File: config.mk
export PLATFORM = sky130hd
export DESIGN_NAME = spi_target_top
export DESIGN_NICKNAME = d
export VERILOG_FILES = /design/src/hw/spi_pkg.sv /design/src/hw/axil_pkg.sv /design/src/hw/spi_pin_sync.sv /design/src/hw/spi_frame_engine.sv /design/src/hw/spi_byte_fifo.sv /design/src/hw/spi_csr.sv /design/src/hw/spi_target_top.sv
export SDC_FILE = /design/constraint.sdc
export NUM_CORES = 1
export LEC_CHECK = 0
export BUFFER_PORTS_ARGS = -buffer_cell sky130_fd_sc_hd__buf_2
export CORE_MARGIN = 1
export CORE_UTILIZATION = 50
export DETAILED_ROUTE_END_ITERATION = 12
export PLACE_DENSITY = 0.72
export REMOVE_ABC_BUFFERS = 1
export SYNTH_ARGS = -nofsm -noshare
export SYNTH_HDL_FRONTEND = slang
export SYNTH_SLANG_ARGS = --single-unit
File: constraint.sdc
create_clock -name clk -period 7.8 [get_ports clk]
set_clock_uncertainty 0.2 [all_clocks]
set_input_delay 0.39 -clock clk [delete_from_list [all_inputs] [get_ports clk]]
set_output_delay 0.39 -clock clk [all_outputs]
set_load 0.05 [all_outputs]
File: src/hw/spi_pkg.sv
package spi_pkg;

  // Wire mode, mode 0 out of reset
  localparam logic CPOL = 1'b0;  // SCLK idle level
  localparam logic CPHA = 1'b0;  // 0 samples on leading edge, 1 on trailing edge

  localparam int FRAME_BITS = 8;  // Bits per frame, MSB first
  localparam int FIFO_DEPTH = 4;  // Entries in each FIFO

  localparam int CNT_W   = $clog2(FRAME_BITS);      // Bit counter width
  localparam int LEVEL_W = $clog2(FIFO_DEPTH + 1);  // Holds 0 to FIFO_DEPTH

  // One frame on the wire, tx FIFO entry
  typedef logic [FRAME_BITS-1:0] spi_byte_t;

  // Rx FIFO entry, bit order matches RXDATA
  typedef struct packed {
    logic      tx_underrun;  // No tx byte was ready for this frame
    spi_byte_t data;
  } rx_entry_t;

  // Synchronized pin view
  typedef struct packed {
    logic sample;     // Capture COPI now
    logic shift;      // Advance CIPO now
    logic cs_fall;    // Frame burst begins
    logic cs_rise;    // Frame burst ends
    logic cs_active;  // CS held low
    logic copi;       // Synced data in
  } spi_strobe_t;

  // Error events, same order as STATUS bits 4:2
  typedef struct packed {
    logic overrun;   // Rx entry dropped, FIFO full
    logic underrun;  // Frame sent without a tx byte
    logic abort;     // CS rose mid frame
  } spi_flags_t;

endpackage

File: src/hw/axil_pkg.sv
package axil_pkg;

  localparam int ADDR_W = 4;
  localparam int DATA_W = 32;

  typedef enum logic [1:0] {
    RESP_OKAY   = 2'b00,
    RESP_SLVERR = 2'b10
  } axil_resp_t;

  // Host to target
  typedef struct packed {
    logic [ADDR_W-1:0]   awaddr;
    logic                awvalid;
    logic [DATA_W-1:0]   wdata;
    logic [DATA_W/8-1:0] wstrb;  // Accepted, full word writes only
    logic                wvalid;
    logic                bready;
    logic [ADDR_W-1:0]   araddr;
    logic                arvalid;
    logic                rready;
  } axil_req_t;

  // Target to host
  typedef struct packed {
    logic              awready;
    logic              wready;
    axil_resp_t        bresp;
    logic              bvalid;
    logic              arready;
    logic [DATA_W-1:0] rdata;
    axil_resp_t        rresp;
    logic              rvalid;
  } axil_rsp_t;

  // Register map
  localparam logic [ADDR_W-1:0] REG_TXDATA  = 4'h0;  // Write pushes tx FIFO
  localparam logic [ADDR_W-1:0] REG_RXDATA  = 4'h4;  // Read pops rx FIFO
  localparam logic [ADDR_W-1:0] REG_STATUS  = 4'h8;
  localparam logic [ADDR_W-1:0] REG_FLAGCLR = 4'hC;  // Write 1 to clear

  // STATUS fields, flags share their position with FLAGCLR
  localparam int STAT_RX_EMPTY  = 0;
  localparam int STAT_TX_FULL   = 1;
  localparam int STAT_FLAG_LSB  = 2;
  localparam int STAT_RXLVL_LSB = 8;
  localparam int STAT_TXLVL_LSB = 16;

endpackage

File: src/hw/spi_pin_sync.sv
`timescale 1ns/1ps
module spi_pin_sync (
  input  logic                 clk,
  input  logic                 rst_n,
  input  logic                 sclk,
  input  logic                 cs,
  input  logic                 copi,
  output spi_pkg::spi_strobe_t strobe
);

  logic [2:0] sclk_sync;  // Bit 0 faces the pin
  logic [2:0] cs_sync;
  logic [2:0] copi_sync;
  logic       sclk_q;     // Previous synced SCLK
  logic       cs_q;       // Previous synced CS
  logic       lead_edge;
  logic       trail_edge;
  logic       cs_low;

  // Idle levels out of reset so no false edge at release
  always_ff @(posedge clk or negedge rst_n) begin
    if (!rst_n) begin
      sclk_sync <= {3{spi_pkg::CPOL}};
      cs_sync   <= 3'b111;
      copi_sync <= 3'b000;
      sclk_q    <= spi_pkg::CPOL;
      cs_q      <= 1'b1;
    end else begin
      sclk_sync <= {sclk_sync[1:0], sclk};
      cs_sync   <= {cs_sync[1:0], cs};
      copi_sync <= {copi_sync[1:0], copi};
      sclk_q    <= sclk_sync[2];
      cs_q      <= cs_sync[2];
    end
  end

  // Leading edge leaves the idle level, trailing edge returns to it
  assign lead_edge  = (sclk_q == spi_pkg::CPOL) && (sclk_sync[2] != spi_pkg::CPOL);
  assign trail_edge = (sclk_q != spi_pkg::CPOL) && (sclk_sync[2] == spi_pkg::CPOL);
  assign cs_low     = !cs_sync[2];

  always_comb begin
    strobe.sample    = cs_low && (spi_pkg::CPHA ? trail_edge : lead_edge);
    strobe.shift     = cs_low && (spi_pkg::CPHA ? lead_edge : trail_edge);
    strobe.cs_fall   = cs_q && !cs_sync[2];
    strobe.cs_rise   = !cs_q && cs_sync[2];
    strobe.cs_active = cs_low;
    strobe.copi      = copi_sync[2];  // Aligned with the SCLK stage
  end

endmodule

File: src/hw/spi_frame_engine.sv
`timescale 1ns/1ps
module spi_frame_engine (
  input  logic                 clk,
  input  logic                 rst_n,
  input  spi_pkg::spi_strobe_t strobe,
  input  spi_pkg::spi_byte_t   tx_data,   // Tx FIFO head
  input  logic                 tx_empty,
  output logic                 tx_pop,
  input  logic                 rx_full,
  output logic                 rx_push,
  output spi_pkg::rx_entry_t   rx_entry,
  output spi_pkg::spi_flags_t  events,    // One-cycle pulses
  output logic                 cipo
);

  spi_pkg::spi_byte_t        tx_sr;           // MSB is on CIPO
  spi_pkg::spi_byte_t        rx_sr;
  logic [spi_pkg::CNT_W-1:0] bit_cnt;         // Bits sampled in this frame
  logic                      frame_underrun;  // Frame carries the 0x00 fill
  logic                      skip_shift;      // Next shift strobe belongs to no bit
  logic                      frame_done;      // Last bit sampled one clk ago
  logic                      first_bit;
  logic                      last_bit;
  logic                      load;
  logic                      shift_now;
  spi_pkg::spi_byte_t        load_byte;

  assign first_bit = strobe.sample && (bit_cnt == '0);
  assign last_bit  = strobe.sample && (bit_cnt == (spi_pkg::FRAME_BITS - 1));
  assign load      = strobe.cs_fall || last_bit;  // Frame start
  assign shift_now = strobe.shift && !skip_shift;
  assign load_byte = tx_empty ? '0 : tx_data;

  // Head is only peeked at load
  // Pop commits on the first sample so an unclocked frame keeps its byte
  assign tx_pop  = first_bit && !frame_underrun;
  assign rx_push = frame_done && !rx_full;

  always_comb begin
    events.overrun  = frame_done && rx_full;      // Entry dropped
    events.underrun = first_bit && frame_underrun;
    events.abort    = strobe.cs_rise && (bit_cnt != '0);
  end

  always_ff @(posedge clk or negedge rst_n) begin
    if (!rst_n) begin
      bit_cnt        <= '0;
      frame_underrun <= 1'b0;
      skip_shift     <= 1'b0;
      frame_done     <= 1'b0;
      cipo           <= 1'b0;
    end else begin
      frame_done <= last_bit;
      if (strobe.cs_rise || last_bit) begin
        bit_cnt <= '0;  // Partial frame discarded on cs_rise
      end else if (strobe.sample) begin
        bit_cnt <= bit_cnt + 1'b1;
      end
      if (load) begin
        frame_underrun <= tx_empty;
        // CPHA 1 starts every frame with a dead leading shift
        // CPHA 0 has one after the last sample of a frame
        skip_shift     <= spi_pkg::CPHA || !strobe.cs_fall;
      end else if (strobe.shift) begin
        skip_shift <= 1'b0;
      end
      if (!strobe.cs_active) begin
        cipo <= 1'b0;  // Low while deselected
      end else if (load) begin
        cipo <= load_byte[spi_pkg::FRAME_BITS-1];
      end else if (shift_now) begin
        cipo <= tx_sr[spi_pkg::FRAME_BITS-2];
      end
    end
  end

  always_ff @(posedge clk) begin
    if (load) begin
      tx_sr <= load_byte;
    end else if (shift_now) begin
      tx_sr <= {tx_sr[spi_pkg::FRAME_BITS-2:0], 1'b0};
    end
    if (strobe.sample) begin
      rx_sr <= {rx_sr[spi_pkg::FRAME_BITS-2:0], strobe.copi};
    end
    if (last_bit) begin
      rx_entry.data        <= {rx_sr[spi_pkg::FRAME_BITS-2:0], strobe.copi};
      rx_entry.tx_underrun <= frame_underrun;
    end
  end

  a_cnt_range: assert property (@(posedge clk) disable iff (!rst_n)
    bit_cnt < spi_pkg::FRAME_BITS);

  // Tx FIFO flags come from another module
  a_pop_nonempty: assert property (@(posedge clk) disable iff (!rst_n)
    tx_pop |-> !tx_empty);

endmodule

File: src/hw/spi_byte_fifo.sv
`timescale 1ns/1ps
module spi_byte_fifo #(
  parameter type entry_t = logic [7:0],
  parameter int  DEPTH   = 4
) (
  input  logic                       clk,
  input  logic                       rst_n,
  input  logic                       push,
  input  entry_t                     push_data,
  input  logic                       pop,
  output entry_t                     pop_data,  // Head, valid while not empty
  output logic                       empty,
  output logic                       full,
  output logic [$clog2(DEPTH+1)-1:0] level
);

  entry_t                     mem [DEPTH];
  logic [$clog2(DEPTH)-1:0]   wr_ptr;
  logic [$clog2(DEPTH)-1:0]   rd_ptr;
  logic                       wr_en;
  logic                       rd_en;

  assign wr_en = push && !full;
  assign rd_en = pop && !empty;

  always_ff @(posedge clk) begin
    if (wr_en) mem[wr_ptr] <= push_data;
  end

  always_ff @(posedge clk or negedge rst_n) begin
    if (!rst_n) begin
      wr_ptr <= '0;
      rd_ptr <= '0;
      level  <= '0;
    end else begin
      if (wr_en) wr_ptr <= (wr_ptr == DEPTH - 1) ? '0 : wr_ptr + 1'b1;  // Any depth wraps
      if (rd_en) rd_ptr <= (rd_ptr == DEPTH - 1) ? '0 : rd_ptr + 1'b1;
      case ({wr_en, rd_en})
        2'b10:   level <= level + 1'b1;
        2'b01:   level <= level - 1'b1;
        default: level <= level;  // Idle or push with pop
      endcase
    end
  end

  assign empty    = (level == '0);
  assign full     = (level == DEPTH);
  assign pop_data = mem[rd_ptr];  // Fall-through head

  a_no_push_full: assert property (@(posedge clk) disable iff (!rst_n)
    push |-> !full);

  a_no_pop_empty: assert property (@(posedge clk) disable iff (!rst_n)
    pop |-> !empty);

endmodule

File: src/hw/spi_csr.sv
`timescale 1ns/1ps
module spi_csr (
  input  logic                        clk,
  input  logic                        rst_n,
  input  axil_pkg::axil_req_t         axil_req,
  output axil_pkg::axil_rsp_t         axil_rsp,
  output logic                        tx_push,
  output spi_pkg::spi_byte_t          tx_wdata,
  input  logic                        tx_full,
  input  logic [spi_pkg::LEVEL_W-1:0] tx_level,
  output logic                        rx_pop,
  input  spi_pkg::rx_entry_t          rx_head,
  input  logic                        rx_empty,
  input  logic [spi_pkg::LEVEL_W-1:0] rx_level,
  input  spi_pkg::spi_flags_t         events
);

  logic                        wr_hs;    // Address and data taken together
  logic                        rd_hs;
  logic                        bvalid;
  logic                        rvalid;
  axil_pkg::axil_resp_t        bresp;
  axil_pkg::axil_resp_t        rresp;
  axil_pkg::axil_resp_t        wr_resp;
  axil_pkg::axil_resp_t        rd_resp;
  logic [axil_pkg::DATA_W-1:0] rdata;
  logic [axil_pkg::DATA_W-1:0] rd_word;  // Decoded in the handshake cycle
  logic [axil_pkg::DATA_W-1:0] status;
  spi_pkg::spi_flags_t         flags;    // Sticky copy of events
  spi_pkg::spi_flags_t         flag_clr;

  assign wr_hs = axil_req.awvalid && axil_req.wvalid && !bvalid;
  assign rd_hs = axil_req.arvalid && !rvalid;

  // Full tx FIFO drops the byte
  assign tx_wdata = axil_req.wdata[spi_pkg::FRAME_BITS-1:0];
  assign tx_push  = wr_hs && (axil_req.awaddr == axil_pkg::REG_TXDATA) && !tx_full;
  assign wr_resp  = ((axil_req.awaddr == axil_pkg::REG_TXDATA) && tx_full) ?
                    axil_pkg::RESP_SLVERR : axil_pkg::RESP_OKAY;
  assign rx_pop   = rd_hs && (axil_req.araddr == axil_pkg::REG_RXDATA) && !rx_empty;
  assign flag_clr = (wr_hs && (axil_req.awaddr == axil_pkg::REG_FLAGCLR)) ?
                    axil_req.wdata[axil_pkg::STAT_FLAG_LSB +: $bits(spi_pkg::spi_flags_t)] : '0;

  always_comb begin
    status = '0;
    status[axil_pkg::STAT_RX_EMPTY] = rx_empty;
    status[axil_pkg::STAT_TX_FULL]  = tx_full;
    status[axil_pkg::STAT_FLAG_LSB +: $bits(spi_pkg::spi_flags_t)] = flags;
    status[axil_pkg::STAT_RXLVL_LSB +: spi_pkg::LEVEL_W] = rx_level;
    status[axil_pkg::STAT_TXLVL_LSB +: spi_pkg::LEVEL_W] = tx_level;
  end

  always_comb begin
    rd_word = '0;
    rd_resp = axil_pkg::RESP_OKAY;
    case (axil_req.araddr)
      axil_pkg::REG_RXDATA: begin
        if (rx_empty) rd_resp = axil_pkg::RESP_SLVERR;  // Nothing to pop, data 0
        else rd_word[$bits(spi_pkg::rx_entry_t)-1:0] = rx_head;
      end
      axil_pkg::REG_STATUS: rd_word = status;
      axil_pkg::REG_TXDATA, axil_pkg::REG_FLAGCLR: rd_word = '0;  // Write-only
      default: rd_resp = axil_pkg::RESP_SLVERR;  // Unmapped
    endcase
  end

  always_ff @(posedge clk or negedge rst_n) begin
    if (!rst_n) begin
      bvalid <= 1'b0;
      rvalid <= 1'b0;
      flags  <= '0;
    end else begin
      if (wr_hs) bvalid <= 1'b1;
      else if (axil_req.bready) bvalid <= 1'b0;
      if (rd_hs) rvalid <= 1'b1;
      else if (axil_req.rready) rvalid <= 1'b0;
      flags <= (flags & ~flag_clr) | events;  // New event beats a clear
    end
  end

  // Held until the next handshake
  always_ff @(posedge clk) begin
    if (wr_hs) bresp <= wr_resp;
    if (rd_hs) begin
      rdata <= rd_word;
      rresp <= rd_resp;
    end
  end

  always_comb begin
    axil_rsp.awready = wr_hs;
    axil_rsp.wready  = wr_hs;
    axil_rsp.bresp   = bresp;
    axil_rsp.bvalid  = bvalid;
    axil_rsp.arready = !rvalid;  // One read in flight
    axil_rsp.rdata   = rdata;
    axil_rsp.rresp   = rresp;
    axil_rsp.rvalid  = rvalid;
  end

  a_b_hold: assert property (@(posedge clk) disable iff (!rst_n)
    bvalid && !axil_req.bready |=> bvalid && $stable(bresp));

  a_r_hold: assert property (@(posedge clk) disable iff (!rst_n)
    rvalid && !axil_req.rready |=> rvalid && $stable(rdata) && $stable(rresp));

endmodule

File: src/hw/spi_target_top.sv
`timescale 1ns/1ps
module spi_target_top (
  input  logic                clk,
  input  logic                rst_n,
  input  logic                sclk,
  input  logic                cs,        // Active low
  input  logic                copi,
  output logic                cipo,
  input  axil_pkg::axil_req_t axil_req,
  output axil_pkg::axil_rsp_t axil_rsp
);

  spi_pkg::spi_strobe_t        strobe;
  spi_pkg::spi_byte_t          tx_head;   // Next byte for the wire
  spi_pkg::spi_byte_t          tx_wdata;  // Byte from the host
  logic                        tx_push;
  logic                        tx_pop;
  logic                        tx_empty;
  logic                        tx_full;
  logic [spi_pkg::LEVEL_W-1:0] tx_level;
  spi_pkg::rx_entry_t          rx_entry;  // Frame just received
  spi_pkg::rx_entry_t          rx_head;   // Oldest frame for the host
  logic                        rx_push;
  logic                        rx_pop;
  logic                        rx_empty;
  logic                        rx_full;
  logic [spi_pkg::LEVEL_W-1:0] rx_level;
  spi_pkg::spi_flags_t         events;

  spi_pin_sync u_pin_sync (
    .clk    (clk),
    .rst_n  (rst_n),
    .sclk   (sclk),
    .cs     (cs),
    .copi   (copi),
    .strobe (strobe)
  );

  spi_frame_engine u_frame_engine (
    .clk      (clk),
    .rst_n    (rst_n),
    .strobe   (strobe),
    .tx_data  (tx_head),
    .tx_empty (tx_empty),
    .tx_pop   (tx_pop),
    .rx_full  (rx_full),
    .rx_push  (rx_push),
    .rx_entry (rx_entry),
    .events   (events),
    .cipo     (cipo)
  );

  spi_byte_fifo #(
    .entry_t (spi_pkg::spi_byte_t),
    .DEPTH   (spi_pkg::FIFO_DEPTH)
  ) u_tx_fifo (
    .clk       (clk),
    .rst_n     (rst_n),
    .push      (tx_push),
    .push_data (tx_wdata),
    .pop       (tx_pop),
    .pop_data  (tx_head),
    .empty     (tx_empty),
    .full      (tx_full),
    .level     (tx_level)
  );

  spi_byte_fifo #(
    .entry_t (spi_pkg::rx_entry_t),
    .DEPTH   (spi_pkg::FIFO_DEPTH)
  ) u_rx_fifo (
    .clk       (clk),
    .rst_n     (rst_n),
    .push      (rx_push),
    .push_data (rx_entry),
    .pop       (rx_pop),
    .pop_data  (rx_head),
    .empty     (rx_empty),
    .full      (rx_full),
    .level     (rx_level)
  );

  spi_csr u_csr (
    .clk      (clk),
    .rst_n    (rst_n),
    .axil_req (axil_req),
    .axil_rsp (axil_rsp),
    .tx_push  (tx_push),
    .tx_wdata (tx_wdata),
    .tx_full  (tx_full),
    .tx_level (tx_level),
    .rx_pop   (rx_pop),
    .rx_head  (rx_head),
    .rx_empty (rx_empty),
    .rx_level (rx_level),
    .events   (events)
  );

endmodule

Word level (Yosys, flattened, before mapping)
Memory sizes are Yosys's and may differ from the RTL's. Index checks and enable logic that the tools add are counted.

Bits in registers: 96. Bits in latches: 0. Bits in writable memories: 68. ROM bits: 0. Input port bits: 54. Output and inout bits: 42. Logic and storage cells: 145. Memories: 2.

Memory list: u_rx_fifo.mem (depth 4, bits a word 9, read ports 1, clocked after memory_dff 0, write ports 1, line spi_byte_fifo.sv:17) `entry_t mem [DEPTH];`; u_tx_fifo.mem (depth 4, bits a word 8, read ports 1, clocked after memory_dff 0, write ports 1, line spi_byte_fifo.sv:17).

Add/subtract/negate cells: 9. $mul: 0. Divide/modulo/power cells: 0. Magnitude comparators: 0. Eq/ne operators: 15. Shift-type cells: 0. Muxes and demuxes: 30. Bitwise gates (word level): 5. Reductions and logical operators: 55.

Operators with widths (number): 1-bit logical AND (27); 9-bit case mux with 2 select lines (1); 7-bit two-way mux (2); 2-bit nonzero test (7); 1-bit two-way mux (13); 2-bit equality test, second input constant (6); 4-bit equality test, second input constant (3); 2-bit two-way mux (6); 3-bit case mux with 2 select lines (2); 1-bit logical NOT (11); 3-bit by 1-bit adder with 3-bit output, second input constant (3); 3-bit equality test, second input constant (3); 3-bit logical NOT (3); 3-bit two-way mux (3); 9-bit two-way mux (1); 2-bit by 1-bit adder with 2-bit output, second input constant (4); 4-bit logical NOT (2); 8-bit two-way mux (1); 3-bit nonzero test (2); 3-bit by 1-bit subtractor with 3-bit output, second input constant (2); 2-bit by 1-bit equality test with 1-bit output, second input constant (2); 4-bit by 3-bit equality test with 1-bit output, second input constant (1); 2-bit case mux with 2 select lines (1); 3-bit bitwise AND (1); 5 further kinds (7).

Depth between registers and ports, before layout
Gate-level depths: netlist of the first run.

Word-level depth: 8. Gate-level depth with buffers: 11. Gate-level depth less buffers: 10.

By module
Synthesis of the first run repeated with hierarchy kept, for this count alone.

Cell total of the unflattened synthesis: 368. Area, all modules: 6115.9 sq um.

By module, submodules not included: spi_byte_fifo (u_rx_fifo) (times used 1, cells an instance 87, area each 1779.2 sq um); spi_byte_fifo (u_tx_fifo) (times used 1, cells an instance 82, area each 1636.6 sq um); spi_frame_engine (times used 1, cells an instance 84, area each 1214.9 sq um); spi_csr (times used 1, cells an instance 97, area each 1157.4 sq um); spi_pin_sync (times used 1, cells an instance 18, area each 327.8 sq um).

Least setup slack after synthesis of the first run
No wires, ideal clock.

Kind: input port to flip-flop. Start point: in axil_req[1] (netlist bit). End point: reg u_rx_fifo.level[2]. Arrival: 2.457 ns. Data required time: 7.521 ns. Setup slack: 5.064 ns. Stages: 8. Path buffers: 0. Cells stage by stage: nor2b_1 and3_1 ha_1 inv_1 fa_1 xor2_1 nor2_1 xor2_1.

Cells in the longest elaborated chain, start to end: 6.

Ends and longest elaborated chain: start, declared (line spi_target_top.sv:9) `input axil_pkg::axil_req_t axil_req,`; 1-bit logical AND (*) (line spi_csr.sv:33) `assign rd_hs = axil_req.arvalid && !rvalid;`; 1-bit logical AND (*) (2 in series) (line spi_csr.sv:40) `assign rx_pop = rd_hs && (axil_req.araddr == axil_pkg::REG_RXDATA) && !rx_empty;`; 1-bit logical AND (*) (line spi_byte_fifo.sv:24) `assign rd_en = pop && !empty;`; named net u_rx_fifo.rd_en (line spi_byte_fifo.sv:21) `logic rd_en;`; 2-bit by 1-bit equality test with 1-bit output / 2-bit equality test (equally long branches) (line spi_byte_fifo.sv:38) `case ({wr_en, rd_en})`; 3-bit case mux with 2 select lines / 2-bit nonzero test (equally long branches); end signal, assigned (line spi_byte_fifo.sv:39) `2'b10: level <= level + 1'b1;`; end signal, assigned (line spi_byte_fifo.sv:40) `2'b01: level <= level - 1'b1;`; end signal, assigned (line spi_byte_fifo.sv:41) `default: level <= level;`; end, declared (line spi_byte_fifo.sv:14) `output logic [$clog2(DEPTH+1)-1:0] level`.

The timed path passes the listed nets; every way through them passes the cells marked *. A chain may end at the register's enable or synchronous reset.

Worst setup path in the final report of the first run
Start point: reg u_pin_sync.sclk_sync[2]. End point: reg u_tx_fifo.level[2].

Cells in the longest elaborated chain, start to end: 7.

Ends and longest elaborated chain: start, declared (line spi_pin_sync.sv:11) `logic [2:0] sclk_sync;`; start signal, assigned (line spi_pin_sync.sv:23) `sclk_sync <= {3{spi_pkg::CPOL}};`; start signal, assigned (line spi_pin_sync.sv:29) `sclk_sync <= {sclk_sync[1:0], sclk};`; 1-bit logical AND (*) (line spi_pin_sync.sv:38) `assign lead_edge = (sclk_q == spi_pkg::CPOL) && (sclk_sync[2] != spi_pkg::CPOL);`; 1-bit logical AND (*) (line spi_pin_sync.sv:43) `strobe.sample = cs_low && (spi_pkg::CPHA ? trail_edge : lead_edge);`; 1-bit logical AND (*) (line spi_frame_engine.sv:28) `assign first_bit = strobe.sample && (bit_cnt == '0);`; 1-bit logical AND (*) (line spi_frame_engine.sv:36) `assign tx_pop = first_bit && !frame_underrun;`; 1-bit logical AND (*) (line spi_byte_fifo.sv:24); named net u_tx_fifo.rd_en (line spi_byte_fifo.sv:21); 2-bit by 1-bit equality test with 1-bit output / 2-bit equality test (equally long branches) (line spi_byte_fifo.sv:38); 3-bit case mux with 2 select lines / 2-bit nonzero test (equally long branches); end signal, assigned (line spi_byte_fifo.sv:39); end signal, assigned (line spi_byte_fifo.sv:40); end signal, assigned (line spi_byte_fifo.sv:41); end, declared (line spi_byte_fifo.sv:14).

Marks and branches as above.

==> results of run 1 <==
-- worst reg2reg max path: stages (launching register included) --
cell and delay (ns):
dfrtp_1 0.41, or3b_1 0.55, nor4_4 0.40, ha_1 0.25, inv_1 0.06, fa_1 0.37
xor2_1 0.15, nor2_1 0.11, xor2_1 0.15
-- final timing paths --
check,cells after the start,end,startpoint,slack (ns)
worst min-delay path,1,u_tx_fifo.mem[2][4]$_DFFE_PP_,axil_req[16],0.02
worst min register to register,0,u_pin_sync.sclk_sync[2]$_DFF_PN0_,u_pin_sync.sclk_sync[1]$_DFF_PN0_,0.15
max in group asynchronous,2,u_csr.bvalid$_DFFE_PN0P_,rst_n,6.38
min in group asynchronous,2,u_rx_fifo.wr_ptr[0]$_DFFE_PN0P_,rst_n,0.46
worst max-delay path,8,u_tx_fifo.level[2]$_DFFE_PN0P_,u_pin_sync.sclk_sync[2]$_DFF_PN0_,5.07
worst max register to register,8,u_tx_fifo.level[2]$_DFFE_PN0P_,u_pin_sync.sclk_sync[2]$_DFF_PN0_,5.07
-- kinds of logic after synthesis --
family          after synthesis
fa+ha+maj                    17
flops                       144
mux                          29
other cells                   1
xor+xnor                      6
simple gates                 58
buf+inv                      53
compound gates               28
-- Yosys cell counts, drive strengths merged (2+ instances only) --
library cell	count
edfxtp	107
dfrtp	33
buf	27
inv	20
mux4	17
and2	15
ha	15
a22o	12
mux2	9
nor2	9
nand3	7
clkbuf	6
and3	5
dfstp	4
xor2	4
a32o	3
mux2i	3
nand2b	3
nor2b	3
nor4	3
o21ai	3
a211oi	2
fa	2
nor3	2
or3b	2
xnor2	2
-- layout by cell type (no fill, tap or decap), types with 4 or more instances in the layout --
| master | netlist | layout |
|---|---|---|
| nor2_1 | 9 | 9 |
| dlygate4sd3_1 | 0 | 10 |
| clkbuf_16 | 0 | 18 |
| a22o_1 | 12 | 12 |
| ha_1 | 15 | 15 |
| clkinv_2 | 0 | 4 |
| xor2_1 | 4 | 4 |
| mux4_2 | 17 | 17 |
| nand3_1 | 7 | 7 |
| edfxtp_1 | 107 | 107 |
| dfstp_2 | 4 | 4 |
| and2_1 | 15 | 15 |
| conb_1 | 1 | 20 |
| dfrtp_1 | 33 | 33 |
| inv_1 | 20 | 20 |
| mux2_2 | 9 | 9 |
| buf_2 | 1 | 47 |
| and3_1 | 5 | 5 |
-- flip-flops by register name (all words and copies together), names as in the netlist, 7 cells and up --
register	count
u_frame_engine.rx_sr	7
u_frame_engine.rx_entry	9
u_rx_fifo.mem	36
u_frame_engine.tx_sr	7
u_tx_fifo.mem	32
u_csr.rdata	14
-- metrics by stage --
stage / cell area [um2] / hold WS, ns / utilization [%] / std cells
after global placement: 6110 / 0.132 / 53.5 / 514
after global routing: 6770 / 0.00620 / 59.3 / 556
after detailed placement: 6110 / 0.138 / 53.5 / 514
after CTS: 6760 / 0.00216 / 59.2 / 555
final: 6770 / 0.0213 / 59.3 / 556
after floorplan: 5680 / -0.106 / - / 322
-- power by group --
part	switching, mW	internal (mW)
clock network	0.299	0.441
registers	0.0885	0.878
logic	0.142	0.141
-- cell type report --
type / instances / area [um2] / share of cell area [%]
clock inverter: 12 / 78.8 / 1.16
inverter: 20 / 75.1 / 1.11
clock buffer: 20 / 478 / 7.06
sequential: 144 / 4140 / 61.2
tap: 143 / 179 / 2.64
multi-input combinational: 158 / 1460 / 21.6
timing repair buffer: 59 / 350 / 5.18
-- layer usage --
| metal | GRT usage [%] | vias to the layer above | routed length [um] |
|---|---|---|---|
| li1 | - | 1347 | - |
| met4 | 6.86 | 0 | 138 |
| met5 | 0 | - | 0 |
| met3 | 5.11 | 13 | 494 |
| met1 | 21.6 | 1453 | 3940 |
| met2 | 27.1 | 98 | 4570 |
==> summary.md, run 1 <==
| Metric | Value |
|---|---|
| Residual DRC | 0 |
| Post-route minimum period | about 2.7 ns |
| Library cell occupying the most area in the post-synthesis netlist | edfxtp_1 |
| Critical path class | register to register |
| Yosys warns | 0 |
| Average wire per standard cell | 16.4 um |
| Category of the worst setup path launch point | register |
| Setup Buffers After CTS | 0 |
| Mux share of post-synthesis cell area | between 8 and 9% |
| Via count of the first global-routing pass | roughly 2900 |
| Gate count of the mapped netlist | roughly 340 |
| Post-route worst setup slack | just over 5 ns |
| Critical path fanouts, max | 9 |
| Final setup fails | 0 |
| EDFF count, synth | approximately 110 |
| Hpwl dp | slightly below 6 mm |
| Max Fclk | between 300 and 400 MHz |
| Post-synth top flop | edfxtp_1 |
| Number of buffers added on ports | 47 |
| Overall power after layout | ~2 mW |
| Hold violation total from the final report | 0 |
| Worst Setup End Kind | register |
| Clock insertion delay at the later pin of the skew report | between 0.4 and 0.5 ns |
| Setup TNS | 0 ns |
| Proportion of layout cells with a drive suffix above 1 | between 20% and 30% |
| Hold-fix buffer count after cts | 9 |
| Aggregate global routing overflow | 0 |
| Run status | complete, no violations |
| CORE AREA | 11400 um2 |
| Synthesized-area fraction occupied by xor and xnor cells | 0.901% |
| Width of the chip | 110 um |
| Areal power density over the cells | between 200 and 300 nW/um2 |
| Resize count post-CTS | 0 |
| Final-layout fill cell count | between 800 and 900 |
| Compound-gate portion of the synthesized area | under 10% |
| Post-place setup slack | ~5 ns |
| Number of detailed-route iterations in the first pass | 4 |
| Cell chosen for the clock root | clkbuf_16 |
| Global placement routability congestion | about 0.72 |
| H-tree depth | 4 |
| Via count | 2911 |
| Post-synth top area share | between 50% and 60% |
| Crit-path leading delay family | simple AND/OR/NAND/NOR gates |
| Sequential-to-total area share from yosys stat | 71.0% |
| IR Drop Worst-Case VDD | approximately 0.00024 V |
| Arr. time, crit path | about 2.9 ns |
| Slowest library cell on the worst path | or3b_1 |
| Buffering stage count on the worst path with inverters included | 1 |
| Top Ports | 96 |
| Layout Area Growth over Synthesis | 16.0% |
| Standard-cell row count | 39 |
| Measured slew at the worst slew-check pin | about 1.1 ns |
| CTS sink count | 144 |
| Count of pins over their slew limit | 0 |
| Fraction of synthesis flops using an asynchronous set or reset pin | 25.7% |
| Global-route wire length before repair | 14.6 mm |
| Clock buffer count from CTS | 17 |
| Clk pin slew, worst setup/hold paths | approximately 0.060 ns |
| DRT iter0 DRCs | 206 |
| Total die area | 12100 um2 |
| Area fraction in and, or, nand and nor cells after synthesis | 6.26% |
| Path category of the worst min-delay check | input port to register |
| Number of distinct library cells after synthesis | about 50 |
| Reported max-cap violation count | 0 |
| Tcrit/Tclk final | about a third |
| Overall global routing resource usage | approximately 17% |
| Aggregate routed wire length | ~9.1 mm |
| Height of the die | approximately 110 um |
| Syn_area_per_cell | ~17 um2 |
| Largest family of logic cells by synthesized area | multiplexers |
| Number of flip-flops and latches in the synthesized netlist | around 140 |
| Worst path cell trace | or3b_1 > nor4_4 > ha_1 > inv_1 > fa_1 > xor2_1 > nor2_1 > xor2_1 |
| Vias per cell | roughly 5.2 |
| Net count of the finished layout | 471 |
| CTS tree | yes |
| Setup repair after global routing missed its margin | false |
| Adder and majority cell fraction of the synthesized area | under 10% |
| Antenna Violating Nets Remaining | 0 |
| Number of antenna violations at the first check in global routing | 0 |
| Count of antenna diodes in the layout | 0 |
| Worst endpoint required time | between 7 and 8 ns |
| Leakage component of the power | around 2.6 nW |
| Most used cell, CP | xor2_1 |
| Post-synthesis instance area | 5830 um2 |
| Largest net degree at the start of global routing | 38 |
| Crit-path max cell delay | approximately 0.55 ns |
| Synth area leaders | edfxtp_1 55%, dfrtp_1 14%, mux4_2 6.6% |
| Initial Utilization | between 50% and 60% |
| Headroom to the max-slew limit | between 20% and 30% |
| Clock buffer depth | 2 |
No activity file was read; power rests on OpenSTA's default activity.
==> run 2, diff against run 1 <==
clock period = 2.8 ns   (was 7.8 ns; I/O delays follow)
==> summary.md, run 2 (same netlist as run 1, synthesis figures left out) <==
| Metric | Value |
|---|---|
| Run status | complete, no violations (unchanged) |
| Global-route wire length before repair | 14.8 mm (was 14.6 mm) |
| CTS sink count | 144 (unchanged) |
| CORE AREA | 11400 um2 (unchanged) |
| Number of buffers added on ports | 47 (unchanged) |
| Number of antenna violations at the first check in global routing | 0 (unchanged) |
| Via count | 2977 (was 2911) |
| Clk pin slew, worst setup/hold paths | 0.06 ns (about the same) |
| Number of detailed-route iterations in the first pass | 6 (was 4) |
| Final-layout fill cell count | 813 (was 851) |
| Max reg flops | 36 (unchanged) |
| Hold-fix buffer count after cts | 21 (was 9) |
| H-tree depth | 4 (unchanged) |
| Clock insertion delay at the later pin of the skew report | 0.41 ns (about the same) |
| Top Ports | 96 (unchanged) |
| Net count of the finished layout | 489 (was 471) |
| Count of antenna diodes in the layout | 0 (unchanged) |
| Areal power density over the cells | 814 nW/um2 (was 294 nW/um2) |
| Width of the chip | 110 um (unchanged) |
| Share of power burned in registers | 47.7% (was 48.6%) |
| Max Fclk | 382 MHz (was 367 MHz) |
| Arr. time, crit path | 2.75 ns (was 2.86 ns) |
| Aggregate routed wire length | 9.34 mm (was 9.14 mm) |
| IR Drop Worst-Case VDD | 0.000462 V (was 0.000241 V) |
| Leakage component of the power | 2.70 nW (was 2.62 nW) |
| Category of the worst setup path launch point | register (unchanged) |
| Worst endpoint required time | 2.94 ns (was 7.93 ns) |
| Cell chosen for the clock root | clkbuf_16 (unchanged) |
| Worst Setup End Kind | register (unchanged) |
| Largest Register | u_rx_fifo.mem (unchanged) |
| Area of all placed cells without fillers | 6950 um2 (was 6770 um2) |
| Headroom to the max-slew limit | 40.5% (was 25.4%) |
| Setup Buffers After CTS | 0 (unchanged) |
| Standard-cell row count | 39 (unchanged) |
| Overall power after layout | 5.66 mW (was 1.99 mW) |
| Resize count post-CTS | 0 (unchanged) |
| Count of pins over their slew limit | 0 (unchanged) |
| Post-route minimum period | 2.62 ns (was 2.73 ns) |
| Antenna Violating Nets Remaining | 0 (unchanged) |
| Tcrit/Tclk final | 93.4% (was 35.0%) |
| DRT iter0 DRCs | 203 (was 206) |
| Measured slew at the worst slew-check pin | 0.893 ns (was 1.11 ns) |
| Largest net degree at the start of global routing | 38 (unchanged) |
| Layout Area Growth over Synthesis | 19.0% (was 16.0%) |
| Clock power frac | 37.8% (was 37.2%) |
| Most common cell after layout, fill and taps aside | edfxtp_1 (unchanged) |
| Proportion of layout cells with a drive suffix above 1 | 28.3% (was 27.8%) |
| Clock buffer depth | 2 (unchanged) |
| Post-detailed-placement cell area | 6160 um2 (was 6110 um2) |
| Critical path fanouts, max | 6 (was 9) |
| Height of the die | 110 um (unchanged) |
| Average wire per standard cell | 16.3 um (was 16.4 um) |
| CTS tree | yes (unchanged) |
| Total die area | 12100 um2 (unchanged) |
| Hold violation total from the final report | 0 (unchanged) |
| Highest-count cells in the layout ignoring fill and taps | 107 x edfxtp_1, 47 x buf_2, 33 x dfrtp_1 (unchanged) |
| Combinational fraction of design power | 14.6% (was 14.2%) |
| Initial Utilization | 51.1% (unchanged) |
| Switching pwr | 1.50 mW (was 530 uW) |
| Final-layout worst hold slack | 0.0419 ns (was 0.0213 ns) |
| Residual DRC | 0 (unchanged) |
| Clock buffer count from CTS | 17 (unchanged) |
| Final setup fails | 0 (unchanged) |
| Overall global routing resource usage | 17.3% (was 16.9%) |
| Path category of the worst min-delay check | input port to register (unchanged) |
| Internal power of the cells | 4.16 mW (was 1.46 mW) |
| Hpwl dp | 6.05 mm (was 5.90 mm) |
| Via count of the first global-routing pass | 2942 (was 2881) |
| Global placement routability congestion | 0.742 (was 0.721) |
| Switching fraction of total power | 26.5% (was 26.6%) |
| Reported max-cap violation count | 0 (unchanged) |
| Aggregate global routing overflow | 0 (unchanged) |
| Setup repair after global routing missed its margin | false (unchanged) |
| Biggest registers after layout | u_rx_fifo.mem (36), u_tx_fifo.mem (32), u_csr.rdata (14) (unchanged) |
| Vias per cell | 5.19 (was 5.24) |
| Critical path class | register to register (unchanged) |
==> run 2: cell types whose count changed in the layout (fill, tap and decap cells not counted) <==
| cell | previous run | this run |
|---|---|---|
| buf_4 | 2 | 9 |
| bufinv_16 | 0 | 2 |
| clkbuf_16 | 18 | 17 |
| clkbuf_8 | 2 | 0 |
| clkinv_2 | 4 | 6 |
| clkinvlp_4 | 3 | 5 |
| dlygate4sd3_1 | 10 | 21 |
| inv_4 | 3 | 0 |
==> run 2: critical path, cell delays in order, from the launching register on <==
cell     delay [ns]
dfrtp_1        0.42
or3b_1         0.43
nor4_4         0.37
ha_1           0.25
inv_1          0.07
fa_1           0.39
xor2_1         0.15
nor2_1         0.11
xor2_1         0.15
==> run 2: power groups by stage <==
stage,Combinational (mW),Sequential [mW],Clock (mW)
finish,0.823,2.70,2.14
global route,0.893,2.73,2.27
CTS,0.828,2.70,2.17
detailed placement,0.798,2.74,0
global placement,0.757,2.73,0
floorplan,0.550,2.75,0
==> run 2: final cells by class <==
type                       count  area [um2]  area share, %
tap                          143         179           2.58
clock buffer                  17         425           6.13
inverter                      20        75.1           1.08
sequential                   144        4140           59.7
timing repair buffer          77         513           7.39
clock inverter                15         145           2.09
multi-input combinational    158        1460           21.1
==> run 2: through the flow <==
stage / TNS [ns] / util (%) / instances / setup slack, ns
floorplan: -0.704 / - / 322 / -0.282
global placement: 0 / 54.0 / 521 / 0.282
detailed placement: 0 / 54.0 / 521 / 0.199
CTS: 0 / 60.8 / 574 / 0.189
global route: 0 / 60.8 / 574 / 0.00119
finish: 0 / 60.8 / 574 / 0.185
==> run 2: worst paths after layout <==
check / from / endpoint / slack (ns) / cells after the start
setup / recovery: u_pin_sync.sclk_sync[2]$_DFF_PN0_ / u_tx_fifo.level[2]$_DFFE_PN0P_ / 0.18 / 8
hold / removal: axil_req[44] / u_csr.bvalid$_DFFE_PN0P_ / 0.04 / 4
setup reg to reg: u_pin_sync.sclk_sync[2]$_DFF_PN0_ / u_tx_fifo.level[2]$_DFFE_PN0P_ / 0.18 / 8
hold reg to reg: u_pin_sync.sclk_sync[1]$_DFF_PN0_ / u_pin_sync.sclk_sync[2]$_DFF_PN0_ / 0.15 / 0
max in group asynchronous: rst_n / u_csr.flags[2]$_DFF_PN0_ / 1.64 / 2
min in group asynchronous: rst_n / u_rx_fifo.wr_ptr[1]$_DFFE_PN0P_ / 0.18 / 2
==> run 2: layer usage <==
layer / GRT usage, % / up-vias / share of wire (%) / routed length [um]
met4: 6.95 / 0 / 1.9 / 177
met3: 6.00 / 16 / 5.4 / 506
li1: - / 1387 / - / -
met1: 21.4 / 1481 / 43 / 4040
met5: 0 / - / 0 / 0
met2: 28.0 / 93 / 49 / 4610
==> run 3, diff against run 2 <==
SYNTH_HIERARCHICAL = 1   (was not set)
==> summary.md, run 3 <==
| Metric | Value |
|---|---|
| Run status | complete, no violations (unchanged) |
| Setup repair after global routing missed its margin | false (unchanged) |
| Aggregate routed wire length | 9.80 mm (was 9.34 mm) |
| Buffering stage count on the worst path with inverters included | 4 (was 1) |
| Register area | 4140 um2 (unchanged) |
| Number of distinct library cells after synthesis | 48 (was 49) |
| Final-layout worst hold slack | 0.0697 ns (was 0.0419 ns) |
| Top cells by instance count after synthesis | 107 x edfxtp_1, 35 x buf_4, 33 x dfrtp_1, 24 x inv_1, 17 x mux4_2 (was 107 x edfxtp_1, 33 x dfrtp_1, 24 x buf_4, 20 x inv_1, 17 x mux4_2) |
| Sequential-to-total area share from yosys stat | 67.8% (was 71.0%) |
| Global placement routability congestion | 0.732 (was 0.742) |
| Hpwl dp | 6.47 mm (was 6.05 mm) |
| Worst Setup End Kind | register (unchanged) |
| Post-route minimum period | 2.65 ns (was 2.62 ns) |
| Via count | 3057 (was 2977) |
| Global-route wire length before repair | 16.0 mm (was 14.8 mm) |
| Tcrit/Tclk final | 94.8% (was 93.4%) |
| Largest net degree at the start of global routing | 38 (unchanged) |
| Critical path startpoint | axil_req[46] (was u_pin_sync.sclk_sync[2]$_DFF_PN0_) |
| Crit-path leading delay family | simple AND/OR/NAND/NOR gates (unchanged) |
| Net count of the finished layout | 512 (was 489) |
| Critical path class | input port to register (was register to register) |
| Overall global routing resource usage | 17.1% (was 17.3%) |
| RR Startpoint | u_frame_engine/bit_cnt[0]$_DFFE_PN0P_ (was u_pin_sync.sclk_sync[2]$_DFF_PN0_) |
| Clk pin slew, worst setup/hold paths | 0.06 ns (about the same) |
| Measured slew at the worst slew-check pin | 0.935 ns (was 0.893 ns) |
| IR Drop Worst-Case VDD | 0.000547 V (was 0.000462 V) |
| Library cell occupying the most area in the post-synthesis netlist | edfxtp_1 (unchanged) |
| Top Ports | 96 (unchanged) |
| Standard-cell row count | 40 (was 39) |
| DRT iter0 DRCs | 248 (was 203) |
| Worst path cell trace | dlygate4sd3_1 > buf_2 > or4_4 > nor3b_2 > nor2b_4 > inv_1 > ha_1 > inv_1 > fa_1 > xor2_1 > nor2_1 > xor2_1 (was or3b_1 > nor4_4 > ha_1 > inv_1 > fa_1 > xor2_1 > nor2_1 > xor2_1) |
| Fraction of synthesis flops using an asynchronous set or reset pin | 25.7% (unchanged) |
| Critical path depth in cells | 12 (was 8) |
| Endpoint of the worst setup timing path | u_tx_fifo/level[2]$_DFFE_PN0P_ (was u_tx_fifo.level[2]$_DFFE_PN0P_) |
| Post-synth top area share | 52.5% (was 55.1%) |
| Initial Utilization | 51.1% (about the same) |
| Highest-count cells in the layout ignoring fill and taps | 107 x edfxtp_1, 47 x buf_2, 33 x dfrtp_1 (unchanged) |
| Reported max-cap violation count | 0 (unchanged) |
| Most frequently used cell type in the post-synthesis netlist | edfxtp_1 (unchanged) |
| Worst endpoint required time | 2.89 ns (was 2.94 ns) |
| Proportion of layout cells with a drive suffix above 1 | 32.2% (was 28.3%) |
| Synth area leaders | edfxtp_1 53%, dfrtp_1 14%, mux4_2 6.3% (was edfxtp_1 55%, dfrtp_1 14%, mux4_2 6.6%) |
| Cell chosen for the clock root | clkbuf_16 (unchanged) |
| FF-to-FF setup slack | 0.30 ns (was 0.18 ns) |
| Biggest registers after layout | u_rx_fifo/mem (36), u_tx_fifo/mem (32), u_csr/rdata (14) (was u_rx_fifo.mem (36), u_tx_fifo.mem (32), u_csr.rdata (14)) |
| Width of the chip | 113 um (was 110 um) |
| Clock buffer count from CTS | 17 (unchanged) |
| Arr. time, crit path | 2.74 ns (was 2.75 ns) |
| Gate count of the mapped netlist | 368 (was 336) |
| Leakage component of the power | 2.81 nW (was 2.70 nW) |
| Post-Route Utilization | 60.1% (was 60.8%) |
| Total die area | 12700 um2 (was 12100 um2) |
| Count of antenna diodes in the layout | 0 (unchanged) |
| CTS sink count | 144 (unchanged) |
| Most common cell after layout, fill and taps aside | edfxtp_1 (unchanged) |
| Areal power density over the cells | 812 nW/um2 (was 814 nW/um2) |
| Yosys warns | 6 (was 0) |
| Clock buffer depth | 2 (unchanged) |
| Largest Register | u_rx_fifo/mem (was u_rx_fifo.mem) |
| Number of flip-flops and latches in the synthesized netlist | 144 (unchanged) |
| Clock insertion delay at the later pin of the skew report | 0.41 ns (about the same) |
| Antenna Violating Nets Remaining | 0 (unchanged) |
| R2r endpoint | u_tx_fifo/level[2]$_DFFE_PN0P_ (was u_tx_fifo.level[2]$_DFFE_PN0P_) |
| Final-layout fill cell count | 870 (was 813) |
| Hold violation total from the final report | 0 (unchanged) |
| Layout Area Growth over Synthesis | 17.5% (was 19.0%) |
| Count of pins over their slew limit | 0 (unchanged) |
| CTS tree | yes (unchanged) |
| Min-Delay Path Depth | 3 (was 4) |
| Number of buffers added on ports | 47 (unchanged) |
| Post-synthesis instance area | 6120 um2 (was 5830 um2) |
| Path category of the worst min-delay check | input port to register (unchanged) |
| Vias per cell | 5.09 (was 5.19) |
| Via count of the first global-routing pass | 3183 (was 2942) |
| Final setup fails | 0 (unchanged) |
| Number of detailed-route iterations in the first pass | 4 (was 6) |
| Worst Reg2Reg Path Length in Cells | 13 (was 8) |
| Crit-path max cell delay | 0.55 ns (was 0.43 ns) |
| CORE AREA | 12000 um2 (was 11400 um2) |
| Critical path fanouts, max | 7 (was 6) |
| Category of the worst setup path launch point | input port (was register) |
| Number of antenna violations at the first check in global routing | 0 (unchanged) |
| Aggregate global routing overflow | 0 (unchanged) |
| Height of the die | 113 um (was 110 um) |
| Max Fclk | 377 MHz (was 382 MHz) |
| Residual DRC | 0 (unchanged) |
| H-tree depth | 4 (unchanged) |
| Post-synth top flop | edfxtp_1 (unchanged) |
| Headroom to the max-slew limit | 37.5% (was 40.5%) |
| Syn_area_per_cell | 16.6 um2 (was 17.4 um2) |
| Multi-input gate area | 1660 um2 (was 1460 um2) |
| Average wire per standard cell | 16.3 um (about the same) |
| Max reg flops | 36 (unchanged) |
| Slowest library cell on the worst path | or4_4 (was or3b_1) |
| EDFF count, synth | 107 (unchanged) |
[run 3: final cells by class]
class	instances	area share (%)
Clock buffer	25	7.21
Clock inverter	7	1.01
Inverter	24	1.25
Multi-Input combinational cell	177	23.1
Sequential cell	144	57.7
Tap cell	147	2.56
Timing Repair Buffer	77	7.14
[run 3: worst min-delay path by stage]
stage                                       to   startpoint  slack (ns)
2_1_floorplan         u_csr/bvalid$_DFFE_PN0P_        rst_n       -0.36
3_3_place_gp   u_pin_sync/cs_sync[0]$_DFF_PN1_           cs        0.05
3_5_place_dp   u_pin_sync/cs_sync[0]$_DFF_PN1_           cs        0.05
4_1_cts          u_csr/rdata[16]$_SDFFCE_PP0P_  axil_req[2]        0.05
5_1_grt          u_csr/rdata[10]$_SDFFCE_PP0P_  axil_req[2]        0.07
6_report         u_csr/rdata[16]$_SDFFCE_PP0P_  axil_req[2]        0.07
[run 3: repair_timing]
| action | in CTS | in global routing |
|---|---|---|
| buffers inserted | 0 | 2 |
| hold endpoints to repair | 75 | 0 |
| setup endpoints to repair | 0 | 2 |
| hold buffers | 21 | 0 |
| gates resized for setup | 0 | 2 |
[run 3: worst min-delay path, cell delays in order]
cell and delay (ns):
buf_2 0.10, nor4b_2 0.10, and2_1 0.17
[run 3: cells by family (layout without fill, tap and decap cells)]
logic type	after synthesis	after routing	share of synthesized area, %
AO/OA/AOI/OAI	24	24	3.05
XOR/XNOR	6	6	0.859
adder cells (fa/ha/maj)	17	17	3.72
buffers and inverters	66	133	6.38
flip-flops	144	144	67.8
multiplexers	28	28	8.61
other	1	20	0.0613
AND/OR/NAND/NOR	82	82	9.55
[run 3: per-layer routing]
layer | vias to the layer above | GRT usage, % | share of wire [%]
met5 | - | 0 | 0
li1 | 1432 | - | -
met3 | 9 | 4.81 | 4.7
met2 | 93 | 28.5 | 51
met1 | 1523 | 21.2 | 44
met4 | 0 | 6.93 | 1.0
[run 3: per-stage QoR]
stage                     instance area (um2)  power, mW  TNS (ns)  cells  setup WS (ns)
after floorplan                          5890       3.40     -2.78    345         -0.432
after global placement                   6360       3.62         0    546          0.245
after detailed placement                 6360       3.67         0    546          0.163
after CTS                                7160       5.88         0    599          0.138
after global routing                     7180       6.09         0    601        0.00919
final                                    7180       5.83         0    601          0.145
[run 3: where the power goes]
| group | internal [mW] | total (mW) | switching, mW |
|---|---|---|---|
| logic | 0.495 | 0.971 | 0.476 |
| clock network | 1.38 | 2.17 | 0.798 |
| registers | 2.44 | 2.69 | 0.242 |
| total | 4.32 | 5.83 | 1.52 |
